**src/logic/ofdm_frame_pkg.sv**
```systemverilog
package ofdm_frame_pkg;

  ////////////////////////////////////////
  // sample and sum types
  ////////////////////////////////////////

  typedef logic signed [7:0]  sample_t;  // one received real sample
  typedef logic signed [23:0] corr_t;    // delay-and-correlate sum P
  typedef logic        [23:0] energy_t;  // window energy R, never negative

  ////////////////////////////////////////
  // default frame geometry
  ////////////////////////////////////////

  // burst_len = n_sym * (fft_len + cp_len), capture holds two bursts
  localparam int FFT_LEN_DEF = 16;
  localparam int CP_LEN_DEF  = 4;
  localparam int N_SYM_DEF   = 3;

endpackage

```
**src/logic/cp_remover.sv**
```systemverilog
`timescale 1ns/1ps

module cp_remover #(
  parameter int fft_len = ofdm_frame_pkg::FFT_LEN_DEF,
  parameter int cp_len  = ofdm_frame_pkg::CP_LEN_DEF,
  parameter int n_sym   = ofdm_frame_pkg::N_SYM_DEF,
  localparam int burst_len = n_sym * (fft_len + cp_len),
  localparam int addr_w    = $clog2(2 * burst_len),
  localparam int ptr_w     = $clog2(fft_len * n_sym)
) (
  input  logic                    clk,
  input  logic                    rst_n,
  input  logic                    copy_start,
  input  logic [addr_w-1:0]       peak_index,
  input  ofdm_frame_pkg::sample_t sample,
  output logic [addr_w-1:0]       copy_addr,
  output logic                    out_we,
  output logic [ptr_w-1:0]        out_addr,
  output ofdm_frame_pkg::sample_t out_data,
  output logic                    copy_done
);

  localparam int sym_len = fft_len + cp_len;  // body plus its prefix
  localparam int s_w     = $clog2(n_sym + 1);
  localparam int k_w     = $clog2(fft_len);

  logic           active;
  logic [s_w-1:0] sym;
  logic [k_w-1:0] k;
  logic           last_rd;
  logic           last_q;

  assign last_rd = active && (sym == s_w'(n_sym - 1)) && (k == k_w'(fft_len - 1));

  // peak + s*(fft_len+cp_len) + k, peak_index is settled before active rises
  assign copy_addr = addr_w'(peak_index + sym * sym_len + k);

  always_ff @(posedge clk or negedge rst_n) begin
    if (!rst_n) begin
      active <= 1'b0;
      sym    <= '0;
      k      <= '0;
    end else if (copy_start) begin
      active <= 1'b1;
      sym    <= '0;
      k      <= '0;
    end else if (active) begin
      if (k == k_w'(fft_len - 1)) begin
        k   <= '0;
        sym <= sym + 1'b1;
        if (sym == s_w'(n_sym - 1)) begin
          active <= 1'b0;  // all bodies read
        end
      end else begin
        k <= k + 1'b1;
      end
    end
  end

  ////////////////////////////////////////
  // write side, one cycle behind the read
  ////////////////////////////////////////

  always_ff @(posedge clk) begin
    out_addr <= ptr_w'(sym * fft_len + k);
  end

  assign out_data = sample;  // read data lands with out_addr

  always_ff @(posedge clk or negedge rst_n) begin
    if (!rst_n) begin
      out_we    <= 1'b0;
      last_q    <= 1'b0;
      copy_done <= 1'b0;
    end else begin
      out_we    <= active;
      last_q    <= last_rd;
      copy_done <= last_q;  // one cycle after the final write
    end
  end

endmodule

```
**config.mk**
```make
export PLATFORM = sky130hd
export DESIGN_NAME = cp_remover
export DESIGN_NICKNAME = d
export VERILOG_FILES = /design/src/logic/ofdm_frame_pkg.sv /design/src/logic/cp_remover.sv
export SDC_FILE = /design/constraint.sdc
export NUM_CORES = 1
export LEC_CHECK = 0
export ABC_CLOCK_PERIOD_IN_PS = 2600
export BUFFER_PORTS_ARGS = -buffer_cell sky130_fd_sc_hd__buf_2
export CAP_MARGIN = 20
export CORE_MARGIN = 2
export CORE_UTILIZATION = 41
export CTS_BUF_LIST = sky130_fd_sc_hd__clkbuf_8
export CTS_CLUSTER_SIZE = 8
export DETAILED_ROUTE_END_ITERATION = 12
export PLACE_DENSITY = 0.8
export SLEW_MARGIN = 20
export SYNTH_ARGS = -nofsm -noshare
export SYNTH_HDL_FRONTEND = slang
export SYNTH_SLANG_ARGS = --single-unit
```
**constraint.sdc**
```tcl
create_clock -name clk -period 2.6 [get_ports clk]
set_input_delay 0.13 -clock clk [delete_from_list [all_inputs] [get_ports clk]]
set_output_delay 0.13 -clock clk [all_outputs]
set_load 0.01 [all_outputs]
```
==> results of run 1 <==
==> state kept, by name, summed over array words and instances (netlist names) <==
register,cells
out_we,1
last_q,1
sym,2
k,4
copy_done,1
active,1
out_addr,6
==> power groups by stage <==
| stage | Clock, mW | Combinational (mW) | Sequential (mW) |
|---|---|---|---|
| after floorplan | 0 | 0.0675 | 0.269 |
| after global placement | 0 | 0.0916 | 0.268 |
| after detailed placement | 0 | 0.0939 | 0.269 |
| after CTS | 0.216 | 0.0959 | 0.264 |
| after global routing | 0.234 | 0.108 | 0.265 |
| final | 0.213 | 0.0942 | 0.264 |
==> layout make-up <==
| cell class | instances | area (um^2) |
|---|---|---|
| multi-input combinational | 51 | 432 |
| timing repair buffer | 25 | 130 |
| tap | 27 | 33.8 |
| sequential | 16 | 370 |
| fill | 195 | 958 |
| inverter | 6 | 22.5 |
| clock buffer | 4 | 55.1 |
==> routing by layer <==
layer	GRT usage, %	up-vias
met5	0	-
met4	7.66	0
met3	2.98	6
met2	23.7	21
met1	16.3	282
li1	-	307
==> path summary, 6_finish.rpt <==
| path | to | slack [ns] | depth (start not counted) |
|---|---|---|---|
| max in group asynchronous | out_we$_DFF_PN0_ | 2.14 | 2 |
| min in group asynchronous | k[2]$_DFFE_PN0P_ | 0.27 | 2 |
| min | k[0]$_DFFE_PN0P_ | 0.14 | 2 |
| max | copy_addr[6] | 0.12 | 7 |
| max reg2reg | k[0]$_DFFE_PN0P_ | 1.19 | 4 |
| min reg2reg | copy_done$_DFF_PN0_ | 0.35 | 0 |
==> through the flow <==
| step | utilization, % | hold slack (ns) | setup slack (ns) | area (um^2) | std cells |
|---|---|---|---|---|---|
| floorplan | - | -0.166 | 0.585 | 892 | 82 |
| global placement | 48.9 | -0.00386 | 0.473 | 978 | 124 |
| detailed placement | 48.9 | 0.000941 | 0.407 | 978 | 124 |
| CTS | 52.1 | 0.133 | 0.121 | 1040 | 129 |
| global route | 52.1 | 0.148 | 0.00584 | 1040 | 129 |
| finish | 52.1 | 0.143 | 0.121 | 1040 | 129 |
==> kinds of logic after synthesis <==
group           count (synthesis)  synth area share [%]
flops                          16                  41.5
fa+ha+maj                      14                  22.2
buf+inv                        15                  10.1
xor+xnor                        7                  6.87
simple gates                   15                  8.98
compound gates                 14                  9.26
mux                             1                  1.12
==> synth_stat cells <==
cell type	n
ha_1	11
dfrtp_1	10
buf_4	9
a21oi_1	7
dfxtp_1	6
inv_1	6
nor2_1	5
xnor2_1	5
nand2_1	4
a21o_1	3
fa_1	3
o21ai_0	2
xor2_1	2
a211oi_1	1
and3_2	1
and3_4	1
mux2i_1	1
nand2b_1	1
nand4_1	1
o21bai_1	1
or3_1	1
or3b_1	1
==> repair_timing <==
action / 4_1_cts / 5_1_grt
hold endpoints to repair: 10 / 0
gates resized for setup: 0 / 0
hold buffers: 1 / 0
==> flow_metrics.tcl, run 1 <==
set metrics [dict create \
    status "finished clean" \
    top_layer_used "met4" \
    setup_violations 0 \
    die_x_um 50.6 \
    final_common_cell "buf_2" \
    numCtsBuffers 3 \
    pwr-share-comb_pct 16.5 \
    antenna_found_initial 0 \
    avgRoutedWirePerCell_um 11.4 \
    drcViolationCount 0 \
    cp_cell_sequence "fa_1 > ha_1 > a211oi_1 > o21bai_1 > a21oi_1 > xnor2_1 > buf_2" \
    path_clk_slew_ns 0.06 \
    cts.sinks 16 \
    rsz0062_at_grt "no" \
    dpl.hpwl_um 1200 \
    wl_met1_um 671 \
    dr_wl_met3_um 99 \
    via_per_inst 4.78 \
    diodes 0 \
    maxSlewHeadroom_pct 83.0 \
    die_h_um 50.6 \
    drt-pass1-iter-count 4 \
    cp_data_required_time_ns 2.47 \
    synth_area_leader_cell "dfrtp_1" \
    r2r_start "k[0]$_DFFE_PN0P_" \
    timing.fmax_ghz 0.403 \
    post-synth-top-area-fraction_pct 28.1 \
    grt_pass1_wl_um 2670 \
    clock_latency_ns 0.24 \
    crit_path_end_kind "primary output" \
    yosys-top-cells-area "dfrtp_1, ha_1, dfxtp_1" \
    wirelength_um 1480 \
    fin_skew_ns 0.00194 \
    seq_area_frac_synth_pct 41.5 \
    internal_power_mw 0.434 \
    cp_slowest_cell "fa_1" \
    ys_warn_count 0 \
    final_layout_size_suffix_gt1_share_pct 29.4 \
    powerDensity_nw_per_um2 547 \
    min_period_ns 2.48 \
    synthCells 82 \
    crit_type "flip-flop to primary output" \
    crit_buf_inv 1 \
    crit_start "k[2]$_DFFE_PN0P_" \
    dieArea_um2 2560 \
    synth_nets 114 \
    cts_tree "done" \
    p_clk_share_pct 37.3 \
    p_seq_share_pct 46.2 \
    syn2layout_area_growth_pct 17.0 \
    htree_levels 1 \
    track_usage_pct 13.9 \
    fin_total_pwr_mw 0.571 \
    io_pins 41 \
    setup_tns_ns 0 \
    grt_overflow 0 \
    netlist-cell-type-count 22 \
    drv_cap 0 \
    final_cell_mix "buf_2, ha_1, dfrtp_1, a21oi_1" \
    finalCritPeriodShare_pct 95.3 \
    wl_met2_um 683 \
    dr_total_vias 616 \
    core_area_um2 2000 \
    io_buffers 24 \
    gp_congestion 0.742 \
    clock-root-buffer "clkbuf_8" \
    p_leak_nw 0.550 \
    num_rows 16 \
    irDropWorstVdd_mv 0.238 \
    worst_setup_path_start_kind "flip-flop" \
    cpPeakStageDelay_ns 0.48 \
    syn_avg_cell_area_um2 10.9 \
    worst_pin_slew_ns 0.255 \
    p_sw_share_pct 24.0 \
    crit_fanout 6 \
    grt_max_degree 11 \
    netlist_area_um2 892 \
    slew_violations 0 \
    drtIter0Drc 2 \
    post_cts_buffers 0 \
    antenna_left 0 \
    p_sw_mw 0.137 \
    synth_seq_cells 16 \
    path_delay_family "adder cells" \
    cts.path.max_buffers 2 \
    start_util_pct 44.6 \
    worst-endpoint-arrival_ns 2.35 \
    nNetsFinal 135 \
    hp-start "copy_start" \
    grt_pass1_vias 627 \
    hold_viol 0 \
    hold_path_class "input port to flip-flop" \
]
Power figures use the tool's default switching activity.
==> run 2: changes to the inputs <==
--- a/config.mk
+++ b/config.mk
@@ -8,7 +8,7 @@
 export ABC_CLOCK_PERIOD_IN_PS = 2600
 export BUFFER_PORTS_ARGS = -buffer_cell sky130_fd_sc_hd__buf_2
 export CAP_MARGIN = 20
-export CORE_MARGIN = 2
+export CORE_MARGIN = 1
 export CORE_UTILIZATION = 41
 export CTS_BUF_LIST = sky130_fd_sc_hd__clkbuf_8
 export CTS_CLUSTER_SIZE = 8
==> run 2 against run 1 <==
Effect of this change: fmax rose by 1.8%; hold slack got worse by 0.013 ns; largest cell class unchanged; flip-flop and latch count did not move.
==> flow_metrics.tcl, run 2 (synthesis results as in run 1) <==
set metrics [dict create \
    num_rows 16 \
    worst_setup_path_start_kind "flip-flop" \
    multiInputGateArea_um2 432 \
    final_common_cell "buf_2" \
    powerDensity_nw_per_um2 551 \
    drv_cap 0 \
    setup_tns_ns 0 \
    hold_end "k[3]$_DFFE_PN0P_" \
    maxSlewHeadroom_pct 83.1 \
    irDropWorstVdd_mv 0.214 \
    dpl.hpwl_um 1130 \
    hold_path_class "input port to flip-flop" \
    whs_path_depth 2 \
    timing.fmax_ghz 0.410 \
    cpPeakStageDelay_ns 0.49 \
    cp_cell_sequence "fa_1 > ha_1 > a211oi_1 > o21bai_1 > a21oi_1 > xnor2_1 > buf_2" \
    die_x_um 48.6 \
    worst-endpoint-arrival_ns 2.31 \
    n_fill_cell 195 \
    fin_ws_ns 0.164 \
    fin_total_pwr_mw 0.576 \
    pre_cts_slack_ns 0.414 \
    start_util_pct 44.6 \
    finalCritPeriodShare_pct 93.7 \
    hold_viol 0 \
    dp.cells 124 \
    via_per_inst 4.81 \
    core_area_um2 2000 \
    fin_cells 129 \
    dr_total_vias 620 \
    min_period_ns 2.44 \
    drcViolationCount 0 \
    cp_data_required_time_ns 2.47 \
    grt_max_degree 11 \
    wl_met1_um 724 \
    internal_power_mw 0.435 \
    p_clk_share_pct 38.0 \
    crit_type "flip-flop to primary output" \
    htree_levels 1 \
    final_layout_size_suffix_gt1_share_pct 30.4 \
    wirelength_um 1520 \
    status "finished clean" \
    io_buffers 24 \
    io_pins 41 \
    reg2reg_to "k[0]$_DFFE_PN0P_" \
    wl_met2_um 667 \
    p_sw_mw 0.141 \
    crit_path_end_kind "primary output" \
    dieArea_um2 2370 \
    antenna_left 0 \
    numCtsBuffers 3 \
    clock_latency_ns 0.25 \
    die_h_um 48.6 \
    fin_skew_ns 0.00108 \
    rsz0062_at_grt "no" \
    gp_congestion 0.776 \
    final_cell_area_um2 1040 \
    final_cell_mix "buf_2, ha_1, dfrtp_1, a21oi_1" \
    ff2ff_path_depth 4 \
    top_layer_used "met4" \
    setup_violations 0 \
    cp_slowest_cell "fa_1" \
    track_usage_pct 15.1 \
    grt_overflow 0 \
    crit_fanout 4 \
    p_seq_share_pct 45.8 \
    antenna_found_initial 0 \
    drt-pass1-iter-count 4 \
    hp-start "copy_start" \
    largest_reg_flops 6 \
    syn2layout_area_growth_pct 17.1 \
    nNetsFinal 135 \
    cts.path.max_buffers 2 \
    seqCellArea_um2 372 \
    r2r_start "k[0]$_DFFE_PN0P_" \
    dr_wl_met3_um 87 \
    placed_cell_area_um2 978 \
    post_cts_buffers 0 \
    drtIter0Drc 10 \
    slew_violations 0 \
    avgRoutedWirePerCell_um 11.8 \
    regMostFlops "out_addr" \
    r2r_slack_ns 1.16 \
    grt_pass1_vias 590 \
    reg.largest.list "out_addr: 6 flops, k: 4 flops, sym: 2 flops" \
    cts_tree "done" \
    worst_pin_slew_ns 0.253 \
    pwr-share-comb_pct 16.2 \
    path_clk_slew_ns 0.06 \
    diodes 0 \
    final_util_pct 52.2 \
    clock-root-buffer "clkbuf_8" \
    cts.sinks 16 \
    p_sw_share_pct 24.5 \
    grt_pass1_wl_um 2650 \
    whs_ns 0.131 \
    p_leak_nw 0.548 \
]
run 2: cell counts in the layout (fill, tap and decap cells not counted):
No cell type changed its count.
run 2: per-layer routing:
| layer | vias to the layer above | track usage, % |
|---|---|---|
| met5 | - | 0 |
| met4 | 0 | 13.7 |
| met3 | 7 | 2.83 |
| met2 | 24 | 22.2 |
| met1 | 285 | 18.5 |
| li1 | 304 | - |
run 2: worst max-delay path by stage:
stage / startpoint / endpoint / slack [ns] / cells after the start
2_1_floorplan: k[2]$_DFFE_PN0P_ / copy_addr[5] / 0.59 / 7
3_3_place_gp: sym[0]$_DFFE_PN0P_ / copy_addr[6] / 0.48 / 7
3_5_place_dp: k[2]$_DFFE_PN0P_ / copy_addr[6] / 0.41 / 7
4_1_cts: k[2]$_DFFE_PN0P_ / copy_addr[6] / 0.12 / 7
5_1_grt: sym[0]$_DFFE_PN0P_ / copy_addr[6] / 0.002 / 7
6_report: sym[0]$_DFFE_PN0P_ / copy_addr[6] / 0.16 / 7
run 2: worst max-delay path, delay by kind of cell (launching register included):
kind / cells / cell delay, ns
adders and majority gates: 2 / 0.81
buffers and inverters: 1 / 0.15
xor gates and xnor gates: 1 / 0.14
DFF: 1 / 0.43
AOI/OAI and AO/OA: 3 / 0.54
run 2: what timing repair did:
item	in CTS	in global routing
hold buffers	1	0
setup endpoints to repair	0	1
gates resized for setup	0	1
hold endpoints to repair	10	0
run 2: power groups by stage:
stage / Combinational (mW) / Sequential (mW) / Clock [mW]
after CTS: 0.0952 / 0.264 / 0.225
after detailed placement: 0.0926 / 0.269 / 0
after global placement: 0.0915 / 0.268 / 0
after floorplan: 0.0675 / 0.269 / 0
final: 0.0934 / 0.264 / 0.219
after global routing: 0.108 / 0.265 / 0.236
run 2: final cells by class:
class,instances,share of cell area [%]
multi-input combinational,51,41.3
sequential,16,35.6
timing repair buffer,25,12.5
clock buffer,4,5.27
tap,27,3.23
inverter,6,2.16
