## config.mk

```make
export PLATFORM = sky130hd
export DESIGN_NAME = symbol_buffer
export DESIGN_NICKNAME = d
export VERILOG_FILES = /design/src/logic/ofdm_frame_pkg.sv /design/src/logic/symbol_buffer.sv
export SDC_FILE = /design/constraint.sdc
export NUM_CORES = 1
export LEC_CHECK = 0
export ABC_AREA = 1
export ABC_CLOCK_PERIOD_IN_PS = 4200
export BUFFER_PORTS_ARGS = -buffer_cell sky130_fd_sc_hd__buf_2
export CAP_MARGIN = 5
export CORE_MARGIN = 2
export CORE_UTILIZATION = 55
export DETAILED_ROUTE_END_ITERATION = 6
export PLACE_DENSITY = 0.71
export SLEW_MARGIN = 20
export SYNTH_ARGS = -nofsm -noshare
export SYNTH_HDL_FRONTEND = slang
export SYNTH_SLANG_ARGS = --single-unit
export TNS_END_PERCENT = 50
```

## constraint.sdc

```tcl
create_clock -name clk -period 4.2 [get_ports clk]
set_input_delay 0.63 -clock clk [delete_from_list [all_inputs] [get_ports clk]]
set_output_delay 0.63 -clock clk [all_outputs]
set_load 0.01 [all_outputs]
```

## src/logic/ofdm_frame_pkg.sv

```systemverilog
package ofdm_frame_pkg;

  ////////////////////////////////////////
  // sample and sum types
  ////////////////////////////////////////

  typedef logic signed [7:0]  sample_t;  // one received real sample
  typedef logic signed [23:0] corr_t;    // delay-and-correlate sum P
  typedef logic        [23:0] energy_t;  // window energy R, never negative

  ////////////////////////////////////////
  // default frame geometry
  ////////////////////////////////////////

  // burst_len = n_sym * (fft_len + cp_len), capture holds two bursts
  localparam int FFT_LEN_DEF = 16;
  localparam int CP_LEN_DEF  = 4;
  localparam int N_SYM_DEF   = 3;

endpackage

```

## src/logic/symbol_buffer.sv

```systemverilog
`timescale 1ns/1ps

module symbol_buffer #(
  parameter int fft_len = ofdm_frame_pkg::FFT_LEN_DEF,
  parameter int n_sym   = ofdm_frame_pkg::N_SYM_DEF,
  localparam int depth  = fft_len * n_sym,
  localparam int ptr_w  = $clog2(depth)
) (
  input  logic                    clk,
  input  logic                    we,
  input  logic [ptr_w-1:0]        wr_addr,
  input  ofdm_frame_pkg::sample_t wr_data,
  input  logic [ptr_w-1:0]        read_ptr,
  output ofdm_frame_pkg::sample_t dout
);

  ofdm_frame_pkg::sample_t mem [depth];  // symbol bodies, prefixes removed

  always_ff @(posedge clk) begin
    if (we) begin
      mem[wr_addr] <= wr_data;
    end
  end

  always_ff @(posedge clk) begin
    dout <= mem[read_ptr];  // registered read-out
  end

endmodule

```

==> results of run 1 <==
## state kept, by name (all words and copies together), names as in the netlist
name	flops
mem	384
dout	8
## stage by stage
stage,util,instance area [sq um]
floorplan,-,15850
global route,0.6095,17400
global placement,0.5664,16170
CTS,0.6095,17400
detailed placement,0.5664,16170
finish,0.6097,17410
## metal layers
| layer | share of wire | routed length (um) | vias up | track usage |
|---|---|---|---|---|
| met1 | 0.41 | 15270 | 4878 | 0.3524 |
| met4 | 0.023 | 872 | 0 | 0.06968 |
| li1 | - | - | 4709 | - |
| met2 | 0.48 | 17930 | 472 | 0.4054 |
| met5 | 0 | 0 | - | 0 |
| met3 | 0.086 | 3211 | 71 | 0.04649 |
## layout by cell type (no fill, tap or decap), types with 2 or more instances in the layout
cell / count
buf_12: 2
nor2_1: 145
diode_2: 2
o21ai_1: 2
clkinv_1: 5
o21ai_0: 62
o211ai_1: 32
clkbuf_16: 42
edfxtp_1: 384
nand3_1: 236
dfxtp_1: 8
nor3_1: 8
buf_2: 27
inv_1: 18
buf_4: 10
nand2_1: 353
clkbuf_1: 11
clkinv_2: 4
clkbuf_8: 4
## power breakdown
group	switching, W	leakage (nW)	internal, W
registers	0.0000139	3.52	0.00433
logic	0.000360	1.92	0.000118
clock network	0.00140	0.604	0.00195
## worst paths after layout
kind | cells past startpoint | endpoint | startpoint
worst min-delay path | 3 | dout[7] | read_ptr[5]
worst min register to register | 6 | dout[6] | mem[45][6]
worst max-delay path | 11 | dout[6] | read_ptr[0]
worst max register to register | 6 | dout[0] | mem[37][0]
## final cells by class
cell class              count  area, sq um
flip-flops and latches    392        11690
fillers                  2269        11140
multi-input cells         839         3657
clock buffers              57         1147
well taps                 384        480.5
repair buffers             40        261.5
clock inverters            11        85.08
inverters                  20        77.57
diodes                      2        5.005
## worst max-delay path, cell delays in order
cell     delay, ps
buf_6          170
inv_4          600
buf_12         390
nand2_1        100
nand3_1         80
nand3_1        100
nand2_1        150
nand2_1         60
nand3_1        180
nand3_1        110
nand2_1         70
## kinds of logic after synthesis
family                 after synthesis
AO/OA/AOI/OAI                       96
AND/OR/NAND/NOR                    743
flip-flops                         392
buffers and inverters              100
==> metrics.md, run 1 <==
| Metric | Value |
|---|---|
| Max IR drop VDD | approximately 0.00038 V |
| Clock Path Buffers | 3 |
| Rows | 62 |
| Fraction of final layout cells sized beyond drive strength 1 | 0.06917 |
| Pre-CTS WS | 1393 ps |
| Count of cell types in the netlist | 18 |
| Critical path type | input pin to register |
| Relative slew slack | 0.2833 |
| Post-DP HPWL | just over 20000 um |
| Ys flop type | edfxtp_1 |
| Synth Net Count | about 1400 |
| Tot Pwr | a little over 0.008 W |
| Clk_skew | 16.57 ps |
| Combinational family with the most area after synthesis | simple AND/OR/NAND/NOR gates |
| Synth Area in Adders | 0 |
| Async set-reset flop share out of synthesis | 0 |
| Routed len/inst | 21.36 um |
| Final period utilization | 0.5414 |
| Hold buffers post-CTS | 0 |
| Synth Area in Compound Gates | 0.03536 |
| Area delta synth->final | 9.795% |
| Die width | 173.8 um |
| Slew @ Worst Pin | approximately 1100 ps |
| Clock Latency Late Sink | 530 ps |
| Worst path arrival time | about 2800 ps |
| Syn. warnings | 0 |
| Final GP Congestion | roughly 0.82 |
| Die area | 30200 sq um |
| RSZ-0062 raised after global routing | false |
| Core area | 28550 sq um |
| Hold slack final | 446.3 ps |
| Tmin final | 2274 ps |
| Clock slew at reported path FFs | approximately 60 ps |
| Post-synth EDFFs | 384 |
| Top post-synthesis cells by count | edfxtp_1, nand2_1, nand3_1, nor2_1, o21ai_0 |
| FF+latch count, synth | 392 |
| FMAX | roughly 440 MHz |
| Post-synth top area cell | edfxtp_1 |
| Non-Filler Instances | 1745 |
| Status | complete, but fails checks |
| Xor/xnor share of the synthesized area | 0 |
| Gr usage total | 0.2504 |
| DRC viols | 2 |
| Placed Instances | about 1700 |
| Final Slew Violations | 0 |
| Main area contributors after synthesis | edfxtp_1, nand2_1, nand3_1, nor2_1, o21ai_0 |
| Most frequent cell after synthesis | edfxtp_1 |
| Vias/cell | 5.805 |
| CP Max Fanout | 85 |
| Ports | 30 |
| Initial antenna violation count | 2 |
| DRT Pass-1 Iters | 7 |
| Leak Pwr | 6.043 nW |
| H-tree depth | 2 |
| Worst Path Required | 4670 ps |
| Multiplexer share of the synthesized area | 0 |
| Largest net degree at the start of global routing | 86 |
| Die Y | about 170 um |
| Num CTS Buffers | 40 |
| CTS tree | done |
| Setup WS post-layout | 1926 ps |
| Worst Hold Class | input pin to register |
| Setup crit end kind | register |
| R2R setup slack | approximately 2700 ps |
| Drt total wl | 37280 um |
| Post-synthesis sequential area ratio | 0.7375 |
| Setup-failing EPs final | 0 |
| First-pass GRT wire length | 57350 um |
| Final Net Count | 1355 |
| Startpoint types | input pin |
| Vias | 10130 |
| Simple-Gate Fraction of Synth Area | 0.1953 |
| PortBufs | 29 |
| 1st-iter DRT viols | 1388 |
| Starting Density | 0.5553 |
| GRT overflow | 0 |
| Post-CTS sizing | 0 |
| Top cell type's share of synthesized area | 0.7274 |
| Final ANT Viol Nets | 0 |
| Failing checks | DRC |
| Syn_area_per_cell | 11.91 sq um |
| Max Cap Viol | 0 |
| Clk sink count | 392 |
| Vias in the first global route | around 9800 |
| Post-Syn Area | approximately 16000 sq um |
| Pwr dens | 469.6 nW/um^2 |
| Setup TNS | 0 ps |
| Setup repair bufs after CTS | 0 |
| Root Buffer Master | clkbuf_16 |
| Cells after Synth | 1331 |
| Final hold vios | 0 |
Power figures use the tool's default switching activity.
==> inputs of run 2 (changes only) <==
--- a/config.mk
+++ b/config.mk
@@ -5,8 +5,8 @@
 export SDC_FILE = /design/constraint.sdc
 export NUM_CORES = 1
 export LEC_CHECK = 0
-export ABC_AREA = 1
-export ABC_CLOCK_PERIOD_IN_PS = 4200
+export ABC_AREA = 0
+export ABC_CLOCK_PERIOD_IN_PS = 2300
 export BUFFER_PORTS_ARGS = -buffer_cell sky130_fd_sc_hd__buf_2
 export CAP_MARGIN = 5
 export CORE_MARGIN = 2
==> constraint.sdc (replaced) <==
create_clock -name clk -period 2.3 [get_ports clk]
set_input_delay 0.345 -clock clk [delete_from_list [all_inputs] [get_ports clk]]
set_output_delay 0.345 -clock clk [all_outputs]
set_load 0.01 [all_outputs]
==> run 2 against run 1 <==
Effect of this change:
- the run now ends clean
- sequential power increased by 83%
- first-iteration DRC count fell by 32%
- synthesized cell count decreased by 40%
- critical endpoint unchanged
==> metrics.md, run 2 <==
| Metric | Value |
|---|---|
| Status | finished clean (was complete, but fails checks) |
| Num CTS Buffers | 39 (was 40) |
| Hold buffers post-CTS | 0 (unchanged) |
| Most frequent cells in the layout | edfxtp_1, mux2i_1, buf_4 (was edfxtp_1, nand2_1, nand3_1) |
| Final Net Count | 918 (was 1355) |
| Async set-reset flop share out of synthesis | 0 (unchanged) |
| Starting Density | 0.5556 (was 0.5553) |
| Final Slew Violations | 0 (unchanged) |
| Routed len/inst | 26.00 um (was 21.36 um) |
| Initial antenna violation count | 1 (was 2) |
| H-tree depth | 2 (unchanged) |
| CTS tree | done (unchanged) |
| Slew @ Worst Pin | 950.7 ps (was 1075 ps) |
| CP startpoint | read_ptr[0] (unchanged) |
| Critical path type | input pin to register (unchanged) |
| Relative slew slack | 0.3662 (was 0.2833) |
| Ys flop type | edfxtp_1 (unchanged) |
| Most common cell after layout, fill and taps aside | edfxtp_1 (unchanged) |
| CP Max Fanout | 22 (was 85) |
| Post-synthesis sequential area ratio | 0.7617 (was 0.7375) |
| Top Registers | mem (384), dout (8) (unchanged) |
| RSZ-0062 raised after global routing | false (unchanged) |
| Slowest cell on the critical path | a221oi_1 (was inv_4) |
| Clock slew at reported path FFs | 60 ps (about the same) |
| FMAX | 585.9 MHz |
| Die width | 171.1 um (was 173.8 um) |
| GRT overflow | 0 (unchanged) |
| Setup WS post-layout | 593.1 ps (was 1926 ps) |
| Clock Latency Late Sink | 520 ps (was 530 ps) |
| Synth Net Count | 815 (was 1353) |
| Drt total wl | 33850 um (was 37280 um) |
| Area delta synth->final | 15.02% (was 9.795%) |
| Final hold vios | 0 (unchanged) |
| Count of cell types in the netlist | 30 (was 18) |
| Area of the multi-input gates | 3377 sq um (was 3657 sq um) |
| Crit-path cells | clkbuf_8 -> buf_12 -> mux2i_1 -> a22o_1 -> a221oi_1 -> o22ai_1 -> o41ai_2 (was buf_6 -> inv_4 -> buf_12 -> nand2_1 -> nand3_1 -> nand3_1 -> nand2_1 -> nand2_1 -> nand3_1 -> nand3_1 -> nand2_1) |
| Top cell type's share of synthesized area | 0.7512 (was 0.7274) |
| Largest net degree at the start of global routing | 49 (was 86) |
| Final ANT Viol Nets | 0 (unchanged) |
| Setup crit end kind | register (unchanged) |
| Fraction of final layout cells sized beyond drive strength 1 | 0.2262 (was 0.06917) |
| Setup repair bufs after CTS | 0 (unchanged) |
| Worst Hold Class | input pin to register (unchanged) |
| Startpoint types | input pin (unchanged) |
| Pwr dens | 834.4 nW/um^2 (was 469.6 nW/um^2) |
| Vias in the first global route | 8092 (was 9817) |
| Tmin final | 1707 ps |
| Clock Path Buffers | 3 (unchanged) |
| DRC viols | 0 (was 2) |
| Reg area | 11690 sq um (unchanged) |
| Final period utilization | 0.7421 |
| Leak Pwr | 6.033 nW (was 6.043 nW) |
| Gr usage total | 0.2383 (was 0.2504) |
| Root Buffer Master | clkbuf_16 (unchanged) |
| Core area | 27630 sq um (was 28550 sq um) |
| Die area | 29260 sq um (was 30200 sq um) |
| Ant. Diodes | 0 (was 2) |
| Syn. warnings | 0 (unchanged) |
| Setup TNS | 0 ps (unchanged) |
| Critical Path Max Stage Delay | 370 ps (was 600 ps) |
| Max IR drop VDD | 0.0008628 V (was 0.0003804 V) |
| Vias | 7962 (was 10130) |
| Sequential Power Share | 0.539 (was 0.532) |
| Most flops, register | mem (unchanged) |
| Clk sink count | 392 (unchanged) |
| Sw frac | 0.2011 (was 0.2167) |
| Syn_area_per_cell | 19.36 sq um (was 11.91 sq um) |
| Rows | 61 (was 62) |
| DRT Pass-1 Iters | 5 (was 7) |
| Post-synth top area cell | edfxtp_1 (unchanged) |
| Pint | 0.01177 W (was 0.006402 W) |
| Worst Path Required | 2700 ps (was 4670 ps) |
| Filler cells | 1873 (was 2269) |
| Main area contributors after synthesis | edfxtp_1, mux2i_1, mux4_2, a22oi_1, nor2_1 (was edfxtp_1, nand2_1, nand3_1, nor2_1, o21ai_0) |
| PortBufs | 29 (unchanged) |
| Power share of the clock group | 0.406 (was 0.410) |
| Top post-synthesis cells by count | edfxtp_1, mux2i_1, nor2_1, mux4_2, a22oi_1 (was edfxtp_1, nand2_1, nand3_1, nor2_1, o21ai_0) |
| Clk_skew | 13.11 ps (was 16.57 ps) |
| Max reg flops | 384 (unchanged) |
| Cells after Synth | 793 (was 1331) |
| Most frequent cell after synthesis | edfxtp_1 (unchanged) |
| Die Y | 171.1 um (was 173.8 um) |
| Max Cap Viol | 0 (unchanged) |
| Post-CTS sizing | 0 (unchanged) |
| Vias/cell | 6.115 (was 5.805) |
| FF+latch count, synth | 392 (unchanged) |
| Logic pwr share | 0.055 (was 0.058) |
| Pre-CTS WS | 54.84 ps (was 1393 ps) |
| Final GP Congestion | 0.8542 (was 0.8158) |
| Sw Pwr | 0.002963 W (was 0.001771 W) |
| Worst path arrival time | 2110 ps (was 2750 ps) |
| Hold wc startpoint | wr_data[4] (was read_ptr[5]) |
| Setup-failing EPs final | 0 (unchanged) |
| Ports | 30 (unchanged) |
| First-pass GRT wire length | 50580 um (was 57350 um) |
| 1st-iter DRT viols | 939 (was 1388) |
| Reg-to-reg critical path startpoint | mem[38][6] (was mem[37][0]) |
| Post-synth EDFFs | 384 (unchanged) |
| Post-DP HPWL | 21990 um (was 20760 um) |
| Post-Syn Area | 15350 sq um (was 15850 sq um) |
[run 2: cell count changes after synthesis, sizes merged, moves of 20 or more]
cell,delta
buf,-27
o211ai,-32
nand3,-231
mux4,+40
a22oi,+32
mux2i,+128
inv,-20
nor2,-98
o21ai,-64
nand2,-338
[run 2: path summary, 6_finish.rpt]
check / cells past startpoint / slack (ps) / endpoint
setup / recovery: 7 / 590 / dout[6]
hold / removal: 1 / 80 / mem[41][4]
hold reg to reg: 4 / 840 / dout[5]
setup reg to reg: 4 / 600 / dout[6]
[run 2: power by group through the flow]
| stage | clock network, W | logic [W] | registers (W) |
|---|---|---|---|
| detailed placement | 0 | 0.000810 | 0.00809 |
| floorplan | 0 | 0.000444 | 0.00808 |
| global placement | 0 | 0.000784 | 0.00809 |
| finish | 0.00598 | 0.000810 | 0.00794 |
| CTS | 0.00608 | 0.000813 | 0.00794 |
| global route | 0.00635 | 0.000857 | 0.00794 |
[run 2: through the flow]
stage / total power, W / area [sq um] / hold slack (ps) / utilization / std cells
3_3_place_gp: 0.008870 / 16460 / 581.7 / 0.5957 / 1233
4_1_cts: 0.01483 / 17660 / 60.00 / 0.6390 / 1302
5_1_grt: 0.01514 / 17660 / 74.04 / 0.6390 / 1302
3_5_place_dp: 0.008899 / 16460 / 589.7 / 0.5957 / 1233
6_report: 0.01473 / 17660 / 79.45 / 0.6390 / 1302
2_1_floorplan: 0.008524 / 15350 / 443.9 / - / 793
[run 2: layout make-up]
type / count / area share
Timing Repair Buffer: 109 / 0.05195
Clock buffer: 59 / 0.06066
Multi-Input combinational cell: 354 / 0.1913
Tap cell: 378 / 0.02679
Sequential cell: 392 / 0.6622
Clock inverter: 10 / 0.007158
[run 2: cells by family (layout without fill, tap and decap cells)]
group           Yosys count  count (layout)  share of synthesized area
flops                   392             392                     0.7617
compound gates           96              96                    0.05086
simple gates             90              90                    0.02649
buf+inv                  47             178                    0.01883
mux                     168             168                     0.1422
[run 2: worst max-delay path: cells and delay by family]
family / cells / cell delay [ps]
multiplexers: 1 / 100
buffers and inverters: 2 / 460
AO/OA/AOI/OAI: 4 / 1180
[run 2: routing by layer]
layer  global-route usage  vias to the layer above  part of all wire  wire, um
met3              0.04395                       66             0.083      2798
met4              0.07332                        2             0.027       930
met1               0.3370                     4095              0.41     13780
li1                     -                     3446                 -         -
met5                    0                        -           0.00053        18
met2               0.3824                      353              0.48     16320
