===== src/logic/ofdm_frame_pkg.sv =====
package ofdm_frame_pkg;

  ////////////////////////////////////////
  // sample and sum types
  ////////////////////////////////////////

  typedef logic signed [7:0]  sample_t;  // one received real sample
  typedef logic signed [23:0] corr_t;    // delay-and-correlate sum P
  typedef logic        [23:0] energy_t;  // window energy R, never negative

  ////////////////////////////////////////
  // default frame geometry
  ////////////////////////////////////////

  // burst_len = n_sym * (fft_len + cp_len), capture holds two bursts
  localparam int FFT_LEN_DEF = 16;
  localparam int CP_LEN_DEF  = 4;
  localparam int N_SYM_DEF   = 3;

endpackage


===== src/logic/sync_state_pkg.sv =====
package sync_state_pkg;

  // controller phases, in the order a burst walks through them
  typedef enum logic [2:0] {
    CAPTURE = 3'd0,  // filling the sample buffer
    METRIC  = 3'd1,  // issuing sample pairs to the metric pipeline
    DRAIN   = 3'd2,  // letting the last metric reach the peak detector
    COPY    = 3'd3,  // cp removal into the symbol buffer
    READY   = 3'd4   // symbol buffer can be read out
  } phase_e;

endpackage


===== src/logic/sync_ctrl.sv =====
`timescale 1ns/1ps

module sync_ctrl #(
  parameter int fft_len = ofdm_frame_pkg::FFT_LEN_DEF,
  parameter int cp_len  = ofdm_frame_pkg::CP_LEN_DEF,
  parameter int n_sym   = ofdm_frame_pkg::N_SYM_DEF,
  localparam int burst_len = n_sym * (fft_len + cp_len),
  localparam int addr_w    = $clog2(2 * burst_len)
) (
  input  logic                    clk,
  input  logic                    rst_n,
  input  logic                    restart,
  input  ofdm_frame_pkg::sample_t din,
  input  logic                    wren,
  input  logic [addr_w-1:0]       copy_addr,
  input  logic                    copy_done,
  output logic                    wr_en,
  output logic [addr_w-1:0]       wr_addr,
  output ofdm_frame_pkg::sample_t wr_data,
  output logic [addr_w-1:0]       rd_addr_a,
  output logic [addr_w-1:0]       rd_addr_b,
  output logic                    pair_valid,
  output logic                    pair_first,
  output logic                    pair_last,
  output logic                    clear,
  output logic                    copy_start,
  output logic                    busy,
  output logic                    ready
);

  localparam int half_len = fft_len / 2;  // L
  localparam int k_w      = $clog2(fft_len);

  sync_state_pkg::phase_e phase;
  logic [addr_w-1:0]      cap_cnt;
  logic [addr_w-1:0]      cand;      // candidate d
  logic [k_w-1:0]         k;         // offset inside the window
  logic                   drain_cnt;
  logic                   cap_last;
  logic                   win_last;
  logic                   cand_last;
  logic                   in_metric;

  // capture goes straight to the buffer, extra samples are dropped
  assign wr_en   = wren && (phase == sync_state_pkg::CAPTURE);
  assign wr_addr = cap_cnt;
  assign wr_data = din;

  assign cap_last  = wr_en && (cap_cnt == addr_w'(2 * burst_len - 1));
  assign win_last  = (k == k_w'(half_len - 1));
  assign cand_last = (cand == addr_w'(burst_len - 1));
  assign in_metric = (phase == sync_state_pkg::METRIC);

  // port a belongs to the cp remover during COPY
  assign rd_addr_a = (phase == sync_state_pkg::COPY) ? copy_addr : cand + addr_w'(k);
  assign rd_addr_b = cand + addr_w'(k) + addr_w'(half_len);

  assign busy  = (phase != sync_state_pkg::CAPTURE);
  assign ready = (phase == sync_state_pkg::READY);

  ////////////////////////////////////////
  // phase FSM and counters
  ////////////////////////////////////////

  always_ff @(posedge clk or negedge rst_n) begin
    if (!rst_n) begin
      phase      <= sync_state_pkg::CAPTURE;
      cap_cnt    <= '0;
      cand       <= '0;
      k          <= '0;
      drain_cnt  <= 1'b0;
      clear      <= 1'b0;
      copy_start <= 1'b0;
    end else if (restart) begin
      phase      <= sync_state_pkg::CAPTURE;
      cap_cnt    <= '0;
      cand       <= '0;
      k          <= '0;
      drain_cnt  <= 1'b0;
      clear      <= 1'b1;  // peak detector starts over as well
      copy_start <= 1'b0;
    end else begin
      clear      <= 1'b0;
      copy_start <= 1'b0;
      case (phase)
        sync_state_pkg::CAPTURE: begin
          if (wr_en) begin
            cap_cnt <= cap_cnt + 1'b1;
          end
          if (cap_last) begin
            phase <= sync_state_pkg::METRIC;
            clear <= 1'b1;
          end
        end
        sync_state_pkg::METRIC: begin
          if (win_last) begin
            k <= '0;
            if (cand_last) begin
              phase <= sync_state_pkg::DRAIN;
            end else begin
              cand <= cand + 1'b1;
            end
          end else begin
            k <= k + 1'b1;
          end
        end
        sync_state_pkg::DRAIN: begin
          drain_cnt <= ~drain_cnt;  // two cycles for the pipeline tail
          if (drain_cnt) begin
            phase      <= sync_state_pkg::COPY;
            copy_start <= 1'b1;
          end
        end
        sync_state_pkg::COPY: begin
          if (copy_done) begin
            phase <= sync_state_pkg::READY;
          end
        end
        sync_state_pkg::READY: begin
          phase <= sync_state_pkg::READY;  // held until restart
        end
        default: phase <= sync_state_pkg::CAPTURE;
      endcase
    end
  end

  // pair flags lag the addresses by one cycle, matching the read data
  always_ff @(posedge clk or negedge rst_n) begin
    if (!rst_n) begin
      pair_valid <= 1'b0;
      pair_first <= 1'b0;
      pair_last  <= 1'b0;
    end else if (restart) begin
      pair_valid <= 1'b0;
      pair_first <= 1'b0;
      pair_last  <= 1'b0;
    end else begin
      pair_valid <= in_metric;
      pair_first <= in_metric && (k == '0);
      pair_last  <= in_metric && win_last;
    end
  end

endmodule


===== config.mk =====
export PLATFORM = sky130hd
export DESIGN_NAME = sync_ctrl
export DESIGN_NICKNAME = d
export VERILOG_FILES = /design/src/logic/ofdm_frame_pkg.sv /design/src/logic/sync_state_pkg.sv /design/src/logic/sync_ctrl.sv
export SDC_FILE = /design/constraint.sdc
export NUM_CORES = 1
export LEC_CHECK = 0
export BUFFER_PORTS_ARGS = -buffer_cell sky130_fd_sc_hd__buf_2
export CORE_MARGIN = 3
export CORE_UTILIZATION = 51
export DETAILED_ROUTE_END_ITERATION = 8
export GPL_TIMING_DRIVEN = 0
export PLACE_DENSITY = 0.91
export SLEW_MARGIN = 20
export SYNTH_ARGS = -nofsm -noshare
export SYNTH_HDL_FRONTEND = slang
export SYNTH_SLANG_ARGS = --single-unit
export TNS_END_PERCENT = 1

===== constraint.sdc =====
create_clock -name clk -period 2.6 [get_ports clk]
set_input_delay 0.39 -clock clk [delete_from_list [all_inputs] [get_ports clk]]
set_output_delay 0.39 -clock clk [all_outputs]
set_load 0.1 [all_outputs]

==> results.sh, run 1 <==
export IMPL_synth_fp_nets=216
export IMPL_worstSetupStartpoint="cand[0]"
export IMPL_row_count=20
export IMPL_antennaDiodeCount=0
export IMPL_drt_wl_total_um=4140
export IMPL_vias_per_cell=5.50
export IMPL_final_antenna_net_count=0
export IMPL_worstMarginPinSlew_ns=0.627
export IMPL_synthTopCellsByCount="nor2_1 (28), dfrtp_1 (27), nand2_1 (18), xor2_1 (11), ha_1 (9)"
export IMPL_yosysMostFrequentCell="nor2_1"
export IMPL_r2r_cells=7
export IMPL_setup_worst_path_start_class="register"
export IMPL_rsz0062_at_grt="yes"
export IMPL_slew_violations=0
export IMPL_ctsHoldBuffers=0
export IMPL_relSlewSlack_pct=58.0
export IMPL_path_max_fanout=3
export IMPL_cts_buffers=3
export IMPL_violations="negative setup slack"
export IMPL_clock_sinks=27
export IMPL_hold_path_class="input port to asynchronous set/reset pin"
export IMPL_hpwl_um=2860
export IMPL_dp_cells=278
export IMPL_crit_end="rd_addr_b[5]"
export IMPL_cp_arrival_ns=2.32
export IMPL_syn_to_final_growth_pct=31.2
export IMPL_gp_congestion=0.827
export IMPL_wl_per_cell_um=14.2
export IMPL_reg2reg_to="phase[2]"
export IMPL_synth_top_area_cell="dfrtp_1"
export IMPL_drc_errors=0
export IMPL_setup_tns_ns=-0.235
export IMPL_die_h_um=64.8
export IMPL_drive_gt1_share_pct=40.5
export IMPL_leakage_nw=1.19
export IMPL_overflow=0
export IMPL_clockBufferDepth=2
export IMPL_htree_num_levels=1
export IMPL_clk_latency_ns=0.32
export IMPL_synth_area_top_cells="dfrtp_1 (38%), ha_1 (6.4%), nor2_1 (6.0%)"
export IMPL_grt_first_pass_wirelength_um=6890
export IMPL_drv_cap=0
export IMPL_peakVddDrop_mv=0.285
export IMPL_synthArstFlopShare_pct=100
export IMPL_instances_no_fill=291
export IMPL_syn_area_per_cell_um2=9.48
export IMPL_io_buffer_count=48
export IMPL_p_per_area_nw_per_um2=324
export IMPL_core_um2=3180
export IMPL_cts_clk_slew_worst_paths_ns=0.14
export IMPL_multi_input_area_um2=1060
export IMPL_worstSetupPathType="register to output port"
export IMPL_cp_data_required_time_ns=2.21
export IMPL_die_w_um=64.8
export IMPL_io_pins=57
export IMPL_netlist_area_leader_share_pct=38.3
export IMPL_root_buffer="clkbuf_4"
export IMPL_fin_crit_sh_pct=104
export IMPL_worst_slack_ns=-0.110
export IMPL_finClkSkew_ns=0.00244
export IMPL_initial_core_util_pct=55.5
export IMPL_outcome="finished with violations"
export IMPL_grt_max_degree=28
export IMPL_seq_area_um2=681
export IMPL_yosysWarnings=0
export IMPL_die_area_um2=4200
export IMPL_antenna_found_initial=0
export IMPL_rr_startpoint="cand[0]"
export IMPL_drt_pass1_iter_count=4
export IMPL_nNetsFinal=278
export IMPL_ys_flop_type="dfrtp_1"
export IMPL_drt_iter0_markers=78
export IMPL_place_ws_ns=-0.184
export IMPL_period_needed_ns=2.71
export IMPL_gr_usage_all_layers_pct=20.4
export IMPL_ys_ff_latch=27
export IMPL_grt_pass1_vias=1575
export IMPL_synth_edff_count=0
export IMPL_ys_seq_area_share_pct=38.3
export IMPL_setup_violations=3
export IMPL_max_freq_ghz=0.369
export IMPL_ys_types=50
export IMPL_synth_cells=186
export IMPL_finalHoldViolations=0
export IMPL_synth_area_um2=1760
export IMPL_tritoncts="done"
export IMPL_crit_path_end_kind="output port"
export IMPL_reg2reg_slack_ns=0.70
export IMPL_num_vias=1600
export IMPL_fillers=222
## cells by family after synthesis
family	synth area share, %
flip-flops	38.3
AO/OA/AOI/OAI	10.2
XOR/XNOR	8.72
multiplexers	3.62
buffers and inverters	6.67
AND/OR/NAND/NOR	25.0
adder cells (fa/ha/maj)	7.52
## sequential cells by signal (all words and copies together), names as in the netlist
| register | flops |
|---|---|
| cand | 7 |
| clear | 1 |
| copy_start | 1 |
| drain_cnt | 1 |
| k | 4 |
| pair_first | 1 |
| pair_last | 1 |
| pair_valid | 1 |
| phase | 3 |
| wr_addr | 7 |
## placed cells by master (no fill, tap or decap), types with 3 or more instances in the layout
master    instances
buf_4            22
and3_1            3
xnor2_1           3
nand4_1           6
o21ai_1           4
clkbuf_4          4
nand2_1          18
ha_1              6
dfrtp_2           4
nor2_1           26
dfrtp_1          23
or3_1             4
xor2_1           10
a21oi_1           4
nand3b_1          4
buf_6             3
buf_2            38
mux2i_1           3
inv_1             5
## area by class of cell
class | instances | area share [%]
tap | 44 | 2.38
clock buffer | 3 | 0.973
multi-input combinational | 138 | 45.6
inverter | 7 | 1.14
timing repair buffer | 57 | 16.2
buffer | 14 | 4.05
sequential | 27 | 29.4
clock inverter | 1 | 0.216
## per-layer routing
| metal | vias up | track usage, % | wire length [µm] |
|---|---|---|---|
| li1 | 762 | - | - |
| met1 | 777 | 26.2 | 1790 |
| met2 | 53 | 36.4 | 2120 |
| met3 | 8 | 2.25 | 174 |
| met4 | 0 | 5.01 | 48 |
| met5 | - | 0 | 0 |
## where the power goes
part | internal [W] | total (W) | switching [W]
Sequential | 0.000424 | 0.000428 | 0.00000400
Combinational | 0.0000289 | 0.000143 | 0.000114
Clock | 0.0000576 | 0.000178 | 0.000121
## what timing repair did
action | 4_1_cts | 5_1_grt
pin swaps | 6 | 2
endpoints found under the hold margin | 0 | 0
buffers inserted | 8 | 1
gates resized for setup | 31 | 12
setup endpoints to repair | 11 | 11
## worst min-delay path by stage
stage          start          to  cells after the start
6_report       rst_n   drain_cnt                      1
5_1_grt        rst_n       clear                      1
4_1_cts        rst_n  copy_start                      1
2_1_floorplan  rst_n     cand[0]                      0
3_5_place_dp   rst_n  copy_start                      1
3_3_place_gp   rst_n   drain_cnt                      1
## critical path: stages, from the launching register on
cell	delay [ns]
dfrtp_1	0.45
ha_4	0.20
fa_2	0.36
nand3_2	0.08
and2_4	0.16
xnor2_2	0.11
ha_2	0.19
xnor3_1	0.25
buf_12	0.19
## through the flow
step	total power (W)	hold slack [ns]	cell area [µm²]	util, %
2_1_floorplan	0.000547	0.0944	1780	-
3_3_place_gp	0.000577	0.415	2080	65.4
3_5_place_dp	0.000579	0.427	2080	65.4
4_1_cts	0.000760	0.0571	2270	71.3
5_1_grt	0.000779	0.0817	2310	72.8
6_report	0.000749	0.0482	2310	72.8
No activity file was read; power rests on OpenSTA's default activity.
==> inputs of run 2 (changes only) <==
Settings changed: ABC_AREA from default to 1, PLACE_DENSITY 0.91 to 0.9.
==> results.sh, run 2 <==
export IMPL_synthArstFlopShare_pct=100
export IMPL_cts_buffers=3
export IMPL_pwr_share_clk_pct=14.1
export IMPL_synthTopCellsByCount="nand2_1 (65), nor2_1 (29), inv_1 (28), dfrtp_1 (27), nand3_1 (18)"
export IMPL_synth_cells=253
export IMPL_r2r_cells=8
export IMPL_crit_slowest_cell="dfrtp_1"
export IMPL_final_cell_mix="nand2_1 (62), buf_2 (43), inv_1 (27), nor2_1 (27), dfrtp_1 (24)"
export IMPL_drt_wl_total_um=4470
export IMPL_ctsHoldBuffers=0
export IMPL_power_switching_w=0.000973
export IMPL_ys_seq_area_share_pct=36.1
export IMPL_cp_common_cell="ha_4"
export IMPL_relSlewSlack_pct=60.3
export IMPL_final_antenna_net_count=0
export IMPL_sw_frac_of_total_pct=56.2
export IMPL_synth_area_top_cells="dfrtp_1 (36%), nand2_1 (13%), ha_1 (6.0%)"
export IMPL_crit_path_end_kind="output port"
export IMPL_initial_core_util_pct=54.3
export IMPL_num_vias=1845
export IMPL_yosysWarnings=0
export IMPL_yosysMostFrequentCell="nand2_1"
export IMPL_post_route_cell_area_um2=2410
export IMPL_fin_crit_sh_pct=98.3
export IMPL_p_per_area_nw_per_um2=717
export IMPL_die_area_um2=4430
export IMPL_die_w_um=66.6
export IMPL_finalHoldViolations=0
export IMPL_ys_ff_latch=27
export IMPL_hold_path_class="input port to asynchronous set/reset pin"
export IMPL_gr_usage_all_layers_pct=20.6
export IMPL_worstSetupPathType="register to output port"
export IMPL_clk_latency_ns=0.28
export IMPL_grt_first_pass_wirelength_um=7170
export IMPL_setup_worst_path_start_class="register"
export IMPL_drive_gt1_share_pct=35.0
export IMPL_worst_path_stages=10
export IMPL_setup_tns_ns=0
export IMPL_tritoncts="done"
export IMPL_power_internal_w=0.000757
export IMPL_rsz0062_at_grt="yes"
export IMPL_peakVddDrop_mv=0.526
export IMPL_crit_family="adder cells"
export IMPL_core_um2=3440
export IMPL_sequentialPowerShare_pct=30.5
export IMPL_leakage_nw=1.27
export IMPL_place_area_um2=2190
export IMPL_grt_pass1_vias=1654
export IMPL_hold_slack_ns=0.108
export IMPL_drt_iter0_markers=95
export IMPL_setup_violations=0
export IMPL_grt_max_degree=28
export IMPL_pwr_share_comb_pct=55.4
export IMPL_path_cells="ha_4, fa_2, nand3_2, nand4_1, nand2_2, inv_2, ha_4, a21boi_4, nor2_4, buf_12"
export IMPL_netlist_area_leader_share_pct=36.1
export IMPL_finClkSkew_ns=0.00835
export IMPL_outcome="complete, no violations"
export IMPL_ys_types=31
export IMPL_drt_pass1_iter_count=4
export IMPL_finalPower_w=0.00173
export IMPL_die_h_um=66.6
export IMPL_overflow=0
export IMPL_clock_sinks=27
export IMPL_period_needed_ns=2.56
export IMPL_drv_cap=0
export IMPL_cp_data_required_time_ns=2.21
export IMPL_clockBufferDepth=2
export IMPL_root_buffer="clkbuf_8"
export IMPL_cts_clk_slew_worst_paths_ns=0.10
export IMPL_slowest_delay_ns=0.43
export IMPL_antennaDiodeCount=0
export IMPL_hpwl_um=3200
export IMPL_htree_num_levels=1
export IMPL_syn_to_final_growth_pct=29.0
export IMPL_slew_violations=0
export IMPL_drc_errors=0
export IMPL_ys_flop_type="dfrtp_1"
export IMPL_nNetsFinal=342
export IMPL_max_freq_ghz=0.391
export IMPL_vias_per_cell=5.17
export IMPL_antenna_found_initial=0
export IMPL_synth_area_um2=1870
export IMPL_gp_congestion=0.887
export IMPL_path_max_fanout=3
export IMPL_final_util_pct=70.1
export IMPL_worstMarginPinSlew_ns=0.595
export IMPL_syn_area_per_cell_um2=7.39
export IMPL_io_pins=57
export IMPL_synth_top_area_cell="dfrtp_1"
export IMPL_cp_arrival_ns=2.17
export IMPL_io_buffer_count=48
export IMPL_layout_commonest_cell="nand2_1"
export IMPL_cp_num_buf_inv=2
export IMPL_synth_fp_nets=283
export IMPL_row_count=21
export IMPL_wl_per_cell_um=12.5
export IMPL_synth_edff_count=0
==> run 2: path summary, 6_finish.rpt <==
kind / startpoint / end / slack [ns]
worst min-delay path: rst_n / wr_addr[0] / 0.11
min in group clk: restart / wr_addr[3] / 0.47
worst max register to register: cand[0] / cand[3] / 1.03
worst max-delay path: cand[0] / rd_addr_b[5] / 0.04
worst min register to register: drain_cnt / copy_start / 0.55
max in group asynchronous: rst_n / k[2] / 2.06
==> run 2: kinds of logic (layout without fill, tap and decap cells) <==
group,after synthesis,count (layout),synth area share [%]
adder cells (fa/ha/maj),10,10,7.09
AO/OA/AOI/OAI,24,24,7.09
XOR/XNOR,7,7,3.28
AND/OR/NAND/NOR,140,140,35.1
flip-flops,27,27,36.1
buffers and inverters,45,103,11.3
==> run 2: layer usage <==
| layer | wire length, µm | global-route usage (%) | vias up | share of wire (%) |
|---|---|---|---|---|
| met5 | 0 | 0 | - | 0 |
| met3 | 250 | 3.20 | 6 | 5.6 |
| met2 | 2360 | 39.1 | 61 | 53 |
| met4 | 46 | 4.06 | 0 | 1.0 |
| li1 | - | - | 917 | - |
| met1 | 1810 | 24.2 | 861 | 40 |
==> run 2: cell type report <==
class	instances	area, µm²
clock buffer	4	45.0
multi-input combinational	181	1090
timing repair buffer	54	325
buffer	13	91.3
fill	253	1030
inverter	32	120
tap	46	57.6
sequential	27	679
==> run 2: power groups by stage <==
| stage | Sequential (W) | Clock [W] | Combinational, W |
|---|---|---|---|
| final | 0.000528 | 0.000243 | 0.000959 |
| after global routing | 0.000534 | 0.000260 | 0.00101 |
| after CTS | 0.000526 | 0.000241 | 0.000961 |
| after detailed placement | 0.000536 | 0 | 0.000940 |
| after global placement | 0.000532 | 0 | 0.000919 |
| after floorplan | 0.000692 | 0 | 0.000635 |
==> run 2: through the flow <==
step	instances	setup WS [ns]
6_report	357	0.0440
5_1_grt	357	-0.0693
4_1_cts	354	0.00520
3_5_place_dp	347	-0.194
3_3_place_gp	347	-0.130
2_1_floorplan	253	-0.588
==> run 2: what timing repair did <==
item | CTS | global route
endpoints found under the hold margin | 0 | 0
setup buffers | 3 | 3
gates resized for setup | 20 | 15
endpoints found under the setup margin | 5 | 6
pin swaps | 4 | 1
